--- src/include/pyr_params.svh ---
`ifndef PYR_PARAMS_SVH
`define PYR_PARAMS_SVH

// greyscale pixel depth
`define PYR_PIX_BITS 8

// top image geometry, octave 1
`define PYR_TOP_W 8
`define PYR_TOP_H 8

// enough to address every top image pixel
`define PYR_TOP_ADDR_BITS 6

`endif

--- src/hw/pyr_pkg.sv ---
`include "pyr_params.svh"

package pyr_pkg;

    typedef logic [`PYR_PIX_BITS-1:0] pixel_t;
    typedef logic [`PYR_TOP_ADDR_BITS-1:0] addr_t;

    // sequencer stages, one per pyramid step
    typedef enum logic [1:0] {
        IDLE,
        LOAD,
        BLUR,
        HALVE
    } pyr_stage_e;

    // tag carried by every output write
    typedef enum logic [1:0] {
        O1L1,  // original image
        O1L2,  // blurred image
        O2L1   // halved blurred image
    } pyr_level_e;

    typedef struct packed {
        logic   en;
        addr_t  addr;
        pixel_t data;
    } ram_wr_t;

    typedef struct packed {
        logic  en;
        addr_t addr;
    } ram_rd_t;

    typedef struct packed {
        logic       valid;
        pyr_level_e level;
        addr_t      addr;
        pixel_t     data;
    } pyr_out_t;

endpackage

--- src/hw/gaussian_pyramid.sv ---
`timescale 1ns/1ps
`include "pyr_params.svh"

module gaussian_pyramid (
    input  logic              clk_in,
    input  logic              rst_in,
    input  logic              start_in,
    output pyr_pkg::ram_rd_t  src_rd,
    input  pyr_pkg::pixel_t   src_pixel,
    output pyr_pkg::pyr_out_t pyr_out,
    output logic              busy,
    output logic              pyramid_done
);
    import pyr_pkg::*;

    ram_wr_t src_wr;
    ram_wr_t blur_wr;
    ram_wr_t half_wr;
    ram_rd_t blur_rd_req;
    ram_rd_t half_rd_req;
    ram_rd_t blur_rd;
    ram_rd_t half_rd;
    pixel_t src_buf_data;
    pixel_t blur_buf_data;
    logic blur_start;
    logic blur_done;
    logic half_start;
    logic half_done;

    pyr_sequencer u_sequencer (
        .clk_in       (clk_in),
        .rst_in       (rst_in),
        .start_in     (start_in),
        .busy         (busy),
        .pyramid_done (pyramid_done),
        .src_rd       (src_rd),
        .src_pixel    (src_pixel),
        .src_wr       (src_wr),
        .blur_rd_req  (blur_rd_req),
        .blur_rd      (blur_rd),
        .half_rd_req  (half_rd_req),
        .half_rd      (half_rd),
        .blur_start   (blur_start),
        .half_start   (half_start),
        .blur_done    (blur_done),
        .half_done    (half_done),
        .blur_wr      (blur_wr),
        .half_wr      (half_wr),
        .pyr_out      (pyr_out)
    );

    // original image, filled by the loader
    pyr_frame_ram u_buf_src (
        .clk_in  (clk_in),
        .rst_in  (rst_in),
        .wr      (src_wr),
        .rd      (blur_rd),
        .rd_data (src_buf_data)
    );

    // blurred image, read back by the decimator
    pyr_frame_ram u_buf_blur (
        .clk_in  (clk_in),
        .rst_in  (rst_in),
        .wr      (blur_wr),
        .rd      (half_rd),
        .rd_data (blur_buf_data)
    );

    pyr_blur3x3 u_blur (
        .clk_in  (clk_in),
        .rst_in  (rst_in),
        .start   (blur_start),
        .rd      (blur_rd_req),
        .rd_data (src_buf_data),
        .wr      (blur_wr),
        .done    (blur_done)
    );

    pyr_half_decimator u_half (
        .clk_in  (clk_in),
        .rst_in  (rst_in),
        .start   (half_start),
        .rd      (half_rd_req),
        .rd_data (blur_buf_data),
        .wr      (half_wr),
        .done    (half_done)
    );

endmodule

--- src/hw/pyr_blur3x3.sv ---
`timescale 1ns/1ps
`include "pyr_params.svh"

module pyr_blur3x3 (
    input  logic             clk_in,
    input  logic             rst_in,
    input  logic             start,
    output pyr_pkg::ram_rd_t rd,
    input  pyr_pkg::pixel_t  rd_data,
    output pyr_pkg::ram_wr_t wr,
    output logic             done
);
    import pyr_pkg::*;

    typedef enum logic [1:0] {
        B_IDLE,
        B_READ,   // one neighbour read per cycle
        B_DRAIN   // last tap arrives, result goes out
    } blur_state_e;

    localparam int XW = $clog2(`PYR_TOP_W);
    localparam int YW = $clog2(`PYR_TOP_H);
    localparam int ACC_BITS = `PYR_PIX_BITS + 4; // 16 x max pixel plus rounding

    blur_state_e state;
    logic [XW-1:0] x;
    logic [YW-1:0] y;
    logic [1:0] tap_col;  // 0 left, 1 centre, 2 right
    logic [1:0] tap_row;  // 0 above, 1 centre, 2 below
    logic [1:0] shift_q;  // weight of the tap in flight, as a shift
    logic tap_vld_q;
    logic [ACC_BITS-1:0] acc;
    logic [ACC_BITS-1:0] acc_sum;
    logic last_tap;
    logic last_pix;
    int nb_x;
    int nb_y;

    // neighbour coordinate with the edge pixel repeated outside the image
    function automatic int clamp_nb(input int c, input logic [1:0] off, input int lim);
        int n;
        n = c + int'(off) - 1;
        if (n < 0) begin
            n = 0;
        end else if (n > lim) begin
            n = lim;
        end
        return n;
    endfunction

    assign last_tap = (tap_col == 2'd2) && (tap_row == 2'd2);
    assign last_pix = (x == XW'(`PYR_TOP_W - 1)) && (y == YW'(`PYR_TOP_H - 1));

    always_comb begin
        nb_x = clamp_nb(int'(x), tap_col, `PYR_TOP_W - 1);
        nb_y = clamp_nb(int'(y), tap_row, `PYR_TOP_H - 1);
        rd.en = (state == B_READ);
        rd.addr = addr_t'(nb_y * `PYR_TOP_W + nb_x);
    end

    // weights 1/2/4 folded into a shift of the returning pixel
    assign acc_sum = tap_vld_q ? acc + (ACC_BITS'(rd_data) << shift_q) : acc;

    always_ff @(posedge clk_in) begin
        if (rst_in) begin
            state <= B_IDLE;
            x <= '0;
            y <= '0;
            tap_col <= '0;
            tap_row <= '0;
            tap_vld_q <= 1'b0;
            acc <= '0;
            wr.en <= 1'b0;
            done <= 1'b0;
        end else begin
            tap_vld_q <= (state == B_READ);
            shift_q <= 2'(tap_col == 2'd1) + 2'(tap_row == 2'd1);
            acc <= acc_sum;
            wr.en <= 1'b0;
            done <= 1'b0;
            case (state)
                B_IDLE: begin
                    if (start) begin
                        x <= '0;
                        y <= '0;
                        tap_col <= '0;
                        tap_row <= '0;
                        acc <= '0;
                        state <= B_READ;
                    end
                end
                B_READ: begin
                    if (tap_col == 2'd2) begin
                        tap_col <= '0;
                        tap_row <= tap_row + 2'd1;
                    end else begin
                        tap_col <= tap_col + 2'd1;
                    end
                    if (last_tap) begin
                        tap_row <= '0;
                        state <= B_DRAIN;
                    end
                end
                B_DRAIN: begin
                    wr.en <= 1'b1;
                    wr.addr <= addr_t'(int'(y) * `PYR_TOP_W + int'(x));
                    wr.data <= pixel_t'((acc_sum + ACC_BITS'(8)) >> 4); // round half up
                    acc <= '0;
                    if (last_pix) begin
                        done <= 1'b1; // lands with the final write
                        state <= B_IDLE;
                    end else begin
                        if (x == XW'(`PYR_TOP_W - 1)) begin
                            x <= '0;
                            y <= y + 1'b1;
                        end else begin
                            x <= x + 1'b1;
                        end
                        state <= B_READ;
                    end
                end
                default: state <= B_IDLE;
            endcase
        end
    end

endmodule

--- src/hw/pyr_frame_ram.sv ---
`timescale 1ns/1ps
`include "pyr_params.svh"

module pyr_frame_ram (
    input  logic             clk_in,
    input  logic             rst_in,
    input  pyr_pkg::ram_wr_t wr,
    input  pyr_pkg::ram_rd_t rd,
    output pyr_pkg::pixel_t  rd_data
);
    import pyr_pkg::*;

    localparam int DEPTH = `PYR_TOP_W * `PYR_TOP_H;

    pixel_t mem [DEPTH];

    always_ff @(posedge clk_in) begin
        if (wr.en) begin
            mem[wr.addr] <= wr.data;
        end
    end

    // registered read port, data follows rd.en by one cycle
    always_ff @(posedge clk_in) begin
        if (rst_in) begin
            rd_data <= '0;
        end else if (rd.en) begin
            rd_data <= mem[rd.addr];
        end
    end

endmodule

--- src/hw/pyr_half_decimator.sv ---
`timescale 1ns/1ps
`include "pyr_params.svh"

module pyr_half_decimator (
    input  logic             clk_in,
    input  logic             rst_in,
    input  logic             start,
    output pyr_pkg::ram_rd_t rd,
    input  pyr_pkg::pixel_t  rd_data,
    output pyr_pkg::ram_wr_t wr,
    output logic             done
);
    import pyr_pkg::*;

    typedef enum logic {
        D_IDLE,
        D_RUN
    } half_state_e;

    localparam int HW = `PYR_TOP_W / 2;
    localparam int HH = `PYR_TOP_H / 2;
    localparam int XW = $clog2(HW);
    localparam int YW = $clog2(HH);

    half_state_e state;
    logic [XW-1:0] ox;  // output grid position
    logic [YW-1:0] oy;
    logic last_cell;
    logic rd_vld_q;
    addr_t out_addr_q;

    assign last_cell = (ox == XW'(HW - 1)) && (oy == YW'(HH - 1));

    always_comb begin
        rd.en = (state == D_RUN);
        rd.addr = addr_t'(2 * int'(oy) * `PYR_TOP_W + 2 * int'(ox)); // even row, even column
        wr.en = rd_vld_q;
        wr.addr = out_addr_q;
        wr.data = rd_data;
    end

    always_ff @(posedge clk_in) begin
        if (rst_in) begin
            state <= D_IDLE;
            ox <= '0;
            oy <= '0;
            rd_vld_q <= 1'b0;
            done <= 1'b0;
        end else begin
            rd_vld_q <= rd.en;
            done <= 1'b0;
            case (state)
                D_IDLE: begin
                    if (start) begin
                        ox <= '0;
                        oy <= '0;
                        state <= D_RUN;
                    end
                end
                D_RUN: begin
                    if (last_cell) begin
                        done <= 1'b1; // same cycle as the last write
                        state <= D_IDLE;
                    end
                    if (ox == XW'(HW - 1)) begin
                        ox <= '0;
                        oy <= oy + 1'b1;
                    end else begin
                        ox <= ox + 1'b1;
                    end
                end
                default: state <= D_IDLE;
            endcase
        end
    end

    always_ff @(posedge clk_in) begin
        out_addr_q <= addr_t'(int'(oy) * HW + int'(ox));
    end

endmodule

--- src/hw/pyr_sequencer.sv ---
`timescale 1ns/1ps
`include "pyr_params.svh"

module pyr_sequencer (
    input  logic               clk_in,
    input  logic               rst_in,
    input  logic               start_in,
    output logic               busy,
    output logic               pyramid_done,
    output pyr_pkg::ram_rd_t   src_rd,
    input  pyr_pkg::pixel_t    src_pixel,
    output pyr_pkg::ram_wr_t   src_wr,
    input  pyr_pkg::ram_rd_t   blur_rd_req,  // blur engine request
    output pyr_pkg::ram_rd_t   blur_rd,      // to the source buffer
    input  pyr_pkg::ram_rd_t   half_rd_req,  // decimator request
    output pyr_pkg::ram_rd_t   half_rd,      // to the blurred buffer
    output logic               blur_start,
    output logic               half_start,
    input  logic               blur_done,
    input  logic               half_done,
    input  pyr_pkg::ram_wr_t   blur_wr,
    input  pyr_pkg::ram_wr_t   half_wr,
    output pyr_pkg::pyr_out_t  pyr_out
);
    import pyr_pkg::*;

    localparam addr_t LAST_ADDR = addr_t'(`PYR_TOP_W * `PYR_TOP_H - 1);

    pyr_stage_e stage;
    logic ld_issue;       // loader still has addresses to send
    addr_t ld_addr;
    logic [1:0] ld_vld;   // matches the two-cycle source memory latency
    addr_t ld_addr_d1;
    addr_t ld_addr_d2;

    assign busy = (stage != IDLE);

    always_comb begin
        src_rd.en = (stage == LOAD) && ld_issue;
        src_rd.addr = ld_addr;
        src_wr.en = ld_vld[1];
        src_wr.addr = ld_addr_d2;
        src_wr.data = src_pixel;
        blur_rd.en = blur_rd_req.en && (stage == BLUR);
        blur_rd.addr = blur_rd_req.addr;
        half_rd.en = half_rd_req.en && (stage == HALVE);
        half_rd.addr = half_rd_req.addr;
    end

    // shared output port follows the stage, each writer with its own level
    always_comb begin
        pyr_out = '0;
        case (stage)
            LOAD:  pyr_out = '{valid: src_wr.en, level: O1L1, addr: src_wr.addr,
                               data: src_wr.data};
            BLUR:  pyr_out = '{valid: blur_wr.en, level: O1L2, addr: blur_wr.addr,
                               data: blur_wr.data};
            HALVE: pyr_out = '{valid: half_wr.en, level: O2L1, addr: half_wr.addr,
                               data: half_wr.data};
            default: ;
        endcase
    end

    always_ff @(posedge clk_in) begin
        if (rst_in) begin
            stage <= IDLE;
            ld_issue <= 1'b0;
            ld_addr <= '0;
            ld_vld <= '0;
            blur_start <= 1'b0;
            half_start <= 1'b0;
            pyramid_done <= 1'b0;
        end else begin
            ld_vld <= {ld_vld[0], src_rd.en};
            blur_start <= 1'b0;
            half_start <= 1'b0;
            pyramid_done <= 1'b0;
            if (src_rd.en) begin
                ld_addr <= ld_addr + 1'b1;
                if (ld_addr == LAST_ADDR) begin
                    ld_issue <= 1'b0;
                end
            end
            case (stage)
                IDLE: begin
                    if (start_in) begin
                        stage <= LOAD;
                        ld_issue <= 1'b1;
                        ld_addr <= '0;
                    end
                end
                LOAD: begin
                    if (ld_vld[1] && (ld_addr_d2 == LAST_ADDR)) begin
                        stage <= BLUR;
                        blur_start <= 1'b1;
                    end
                end
                BLUR: begin
                    if (blur_done) begin
                        stage <= HALVE;
                        half_start <= 1'b1;
                    end
                end
                HALVE: begin
                    if (half_done) begin
                        stage <= IDLE;
                        pyramid_done <= 1'b1;
                    end
                end
            endcase
        end
    end

    always_ff @(posedge clk_in) begin
        ld_addr_d1 <= ld_addr;
        ld_addr_d2 <= ld_addr_d1;
    end

endmodule

--- config.mk ---
export PLATFORM = sky130hd
export DESIGN_NAME = gaussian_pyramid
export DESIGN_NICKNAME = d
export VERILOG_FILES = /design/src/hw/pyr_pkg.sv /design/src/hw/gaussian_pyramid.sv /design/src/hw/pyr_blur3x3.sv /design/src/hw/pyr_frame_ram.sv /design/src/hw/pyr_half_decimator.sv /design/src/hw/pyr_sequencer.sv
export VERILOG_INCLUDE_DIRS = /design/src /design/src/include
export SDC_FILE = /design/constraint.sdc
export NUM_CORES = 1
export LEC_CHECK = 0
export BUFFER_PORTS_ARGS = -buffer_cell sky130_fd_sc_hd__buf_2
export CORE_ASPECT_RATIO = 0.6
export CORE_MARGIN = 5
export CORE_UTILIZATION = 30
export DETAILED_ROUTE_END_ITERATION = 6
export GPL_ROUTABILITY_DRIVEN = 0
export SLEW_MARGIN = 20
export SYNTH_ARGS = -nofsm -noshare
export SYNTH_HDL_FRONTEND = slang
export SYNTH_SLANG_ARGS = --single-unit
--- constraint.sdc ---
create_clock -name clk_in -period 4.4 [get_ports clk_in]
set_input_delay 0.44 -clock clk_in [delete_from_list [all_inputs] [get_ports clk_in]]
set_output_delay 0.44 -clock clk_in [all_outputs]
set_load 0.005 [all_outputs]
==> metrics.yaml <==
power_and_ir_drop:
  totalPowerFinal_mw: 14.2
  netSwitchingPower_mw: 3.03
  clock_power_share_pct: 42.7
  power.ir.vdd_worst_uv: 316
  power-per-cell-area_mw_per_mm2: 405
  sw_frac_of_total_pct: 21.3
  power.leakage_nw: 10.7
  seqPwrFrac_pct: 53.6
  p_int_mw: 11.2
  power.share.combinational_pct: 3.6
place:
  post-dp-hpwl_um: 56500
  number_of_port_buffers: 36
  placed_area_mm2: 0.0328
  placedCellCount: 3396
grt:
  grt_start_max_net_pins: 79
  antenna_found_initial: 6
  overflow: 0
  vias_in_the_first_global_route: 18000
  globalRouteTotalUtil_pct: 15.0
  first_pass_grt_wire_length_um: 123000
floorplanning:
  die_w_um: 424
  dieArea_mm2: 0.110
  start_util_pct: 30.2
  coreArea_mm2: 0.102
  rows: 91
  ios: 37
  floorplan.die.height_um: 259
cts:
  post_cts_buffers: 0
  root_buffer: "clkbuf_16"
  cts_htree_levels: 3
  cts_tree: "yes"
  max-clock-path-buffers: 3
  worst_setup_hold_path_clk_slew_ns: 0.07
  clkSinkCount: 736
  worst_skew_pair_latency_ns: 0.62
  postCtsHoldBufs: 0
  postCtsResizedCells: 0
  inserted_clock_buffers: 70
synth:
  synth-edff-count: 656
  syn_inst: 2087
  yosys_warnings: 0
  synth_seq_cells: 736
  synth-seq-area-share_pct: 68.9
  yosys.cell_types.count: 63
  postSynth.asyncResetShare_pct: 0
  syn-mean-instance-area_um2: 14.8
  postSynth.topFlopCell: "edfxtp_1"
  net_count_after_synthesis: 2140
  mappedNetlistArea_mm2: 0.0309
route:
  wl_um: 84700
  detailedRoute.firstIterationViolations: 2593
  drt_first_pass_iters: 6
  avgViaCountPerCell: 5.35
  routedWlPerCell_um: 24.1
  ant_nets: 0
  route.vias.total: 18800
  route.detailed.drc: 0
cells_and_area:
  layout-drive-gt1-share_pct: 13.9
  finish.net_count: 2173
  synthToLayoutAreaGrowth_pct: 13.6
  instances_no_fill: 3520
  layout.cells.most_common_list: "656 x edfxtp_1, 244 x nor2_1, 169 x mux2i_1"
  post-route-cell-area_mm2: 0.0351
  most_common_cell_after_layout_fill_and_taps_aside: "edfxtp_1"
sta:
  final_setup_violation_count: 0
  layout_worst_path_cycle_share_pct: 94.1
  totalNegativeSetupSlack_ns: 0
  report.final.slew_viol_count: 0
  max_slew.worst_pin.slew_ns: 1.10
  timing.fmax_mhz: 241
  timing.clock.skew_ns: 0.0384
  report.final.hold_viol_count: 0
  timing.max_slew.rel_slack_pct: 26.6
  period_needed_ns: 4.14
  rsz_0062_raised_after_global_routing: "false"
setup_path:
  worst-setup-path-type: "flop to flop"
  crit_buf_inv: 3
  critPathRequiredTime_ns: 4.89
  cp_top_family: "compound AO/OA/AOI/OAI gates"
  critPathMaxFanout: 39
  critPathLaunchType: "flop"
  worstSetupPathDepth: 13
  setup.worst_path.end_class: "flop"
  cpPeakStageDelay_ns: 0.73
  crit_path_cell_trace: "inv_1 > ha_1 > inv_1 > ha_1 > fa_1 > xor2_4 > and2_4 > buf_12 > o311ai_0 > o31ai_1 > mux4_2 > a22oi_1 > nand3_1"
  worst_ep_arrival_time_ns: 4.63
  r2r.worst_path.cells: 13
  slowest_cp_cell: "o311ai_0"
hold_path:
  worstHoldPathCells: 3
  holdCritPathClass: "input port to flop"
flow_run:
  max_cap_violations: 0
status:
  outcome: "completed"
[routing by layer]
metal	part of all wire, %	up-vias	wire, um	global-route usage, %
met5	0.015	-	13	0
met4	2.4	2	2010	3.72
met3	13	132	10800	6.91
met2	40	928	33900	19.9
met1	45	9585	38000	22.0
li1	-	8188	-	-
[cell type report]
cell class	instances	area, um^2
Tap cell	1348	1690
Sequential cell	736	21300
Inverter	33	124
Clock buffer	86	1870
Clock inverter	36	385
Timing Repair Buffer	100	773
Multi-Input combinational cell	1179	8960
Antenna cell	2	5.00
Fill cell	9765	67400
[flip-flops by register name, summed over array words and instances (netlist names), 3 cells and up]
| register | count |
|---|---|
| u_buf_blur.mem | 128 |
| u_buf_src.mem | 512 |
| u_buf_src.rd_data | 8 |
| u_half.out_addr_q | 4 |
| u_sequencer.ld_addr_d1 | 6 |
| u_sequencer.ld_addr | 6 |
| u_blur.wr | 15 |
| u_sequencer.ld_addr_d2 | 6 |
| u_blur.acc | 12 |
| u_buf_blur.rd_data | 8 |
| u_blur.y | 3 |
| u_blur.x | 3 |
[tightest hold or removal path, cell delays in order]
cell and delay, ns:
buf_2 0.12, nand2_1 0.08, a21oi_1 0.06
[cells in the mapped netlist (all sizes together) (33+ instances only)]
master,count,area (um^2)
a21oi,45,225
buf,43,231
clkbuf,96,360
dfxtp,80,1600
edfxtp,656,19700
ha,38,475
inv,33,124
mux2i,169,1690
mux4,58,1310
nand2,50,188
nand3,80,400
nand3b,38,285
nor2,246,926
nor3,51,255
o21ai,81,405
o31ai,34,265
[power by group through the flow]
stage | clock network [mW] | registers, mW | logic, mW
2_1_floorplan | 0 | 7.75 | 0.246
3_3_place_gp | 0 | 7.77 | 0.496
3_5_place_dp | 0 | 7.77 | 0.513
4_1_cts | 6.18 | 7.62 | 0.514
5_1_grt | 6.49 | 7.62 | 0.550
6_report | 6.07 | 7.62 | 0.514
[stage by stage]
| step | utilization [%] | hold slack [ns] | setup WS [ns] |
|---|---|---|---|
| floorplan | - | 0.310 | 0.894 |
| global placement | 32.0 | 0.318 | 0.219 |
| detailed placement | 32.1 | 0.312 | 0.174 |
| CTS | 34.3 | 0.125 | 0.177 |
| global route | 34.3 | 0.161 | 0.0466 |
| finish | 34.3 | 0.158 | 0.259 |
[kinds of logic (layout without fill, tap and decap cells)]
| group | count (synthesis) | count (layout) | share of synthesized area, % |
|---|---|---|---|
| simple gates | 530 | 530 | 8.07 |
| buf+inv | 172 | 255 | 2.32 |
| flops | 736 | 736 | 68.9 |
| mux | 259 | 259 | 10.9 |
| other cells | 1 | 3 | 0.0121 |
| compound gates | 329 | 329 | 7.48 |
| xor+xnor | 18 | 18 | 0.510 |
| fa+ha+maj | 42 | 42 | 1.80 |
[final timing paths]
| check | start | slack (ns) | to |
|---|---|---|---|
| min | start_in | 0.16 | u_sequencer.ld_issue$_SDFF_PP0_ |
| min reg2reg | u_sequencer.ld_addr_d1[5]$_DFF_P_ | 0.33 | u_sequencer.ld_addr_d2[5]$_DFF_P_ |
| max | u_blur.tap_col[1]$_SDFFE_PP0P_ | 0.26 | u_buf_src.rd_data[0]$_SDFFE_PP0P_ |
| max reg2reg | u_blur.tap_col[1]$_SDFFE_PP0P_ | 0.26 | u_buf_src.rd_data[0]$_SDFFE_PP0P_ |
Note: power is estimated with default switching activity, not from simulation.
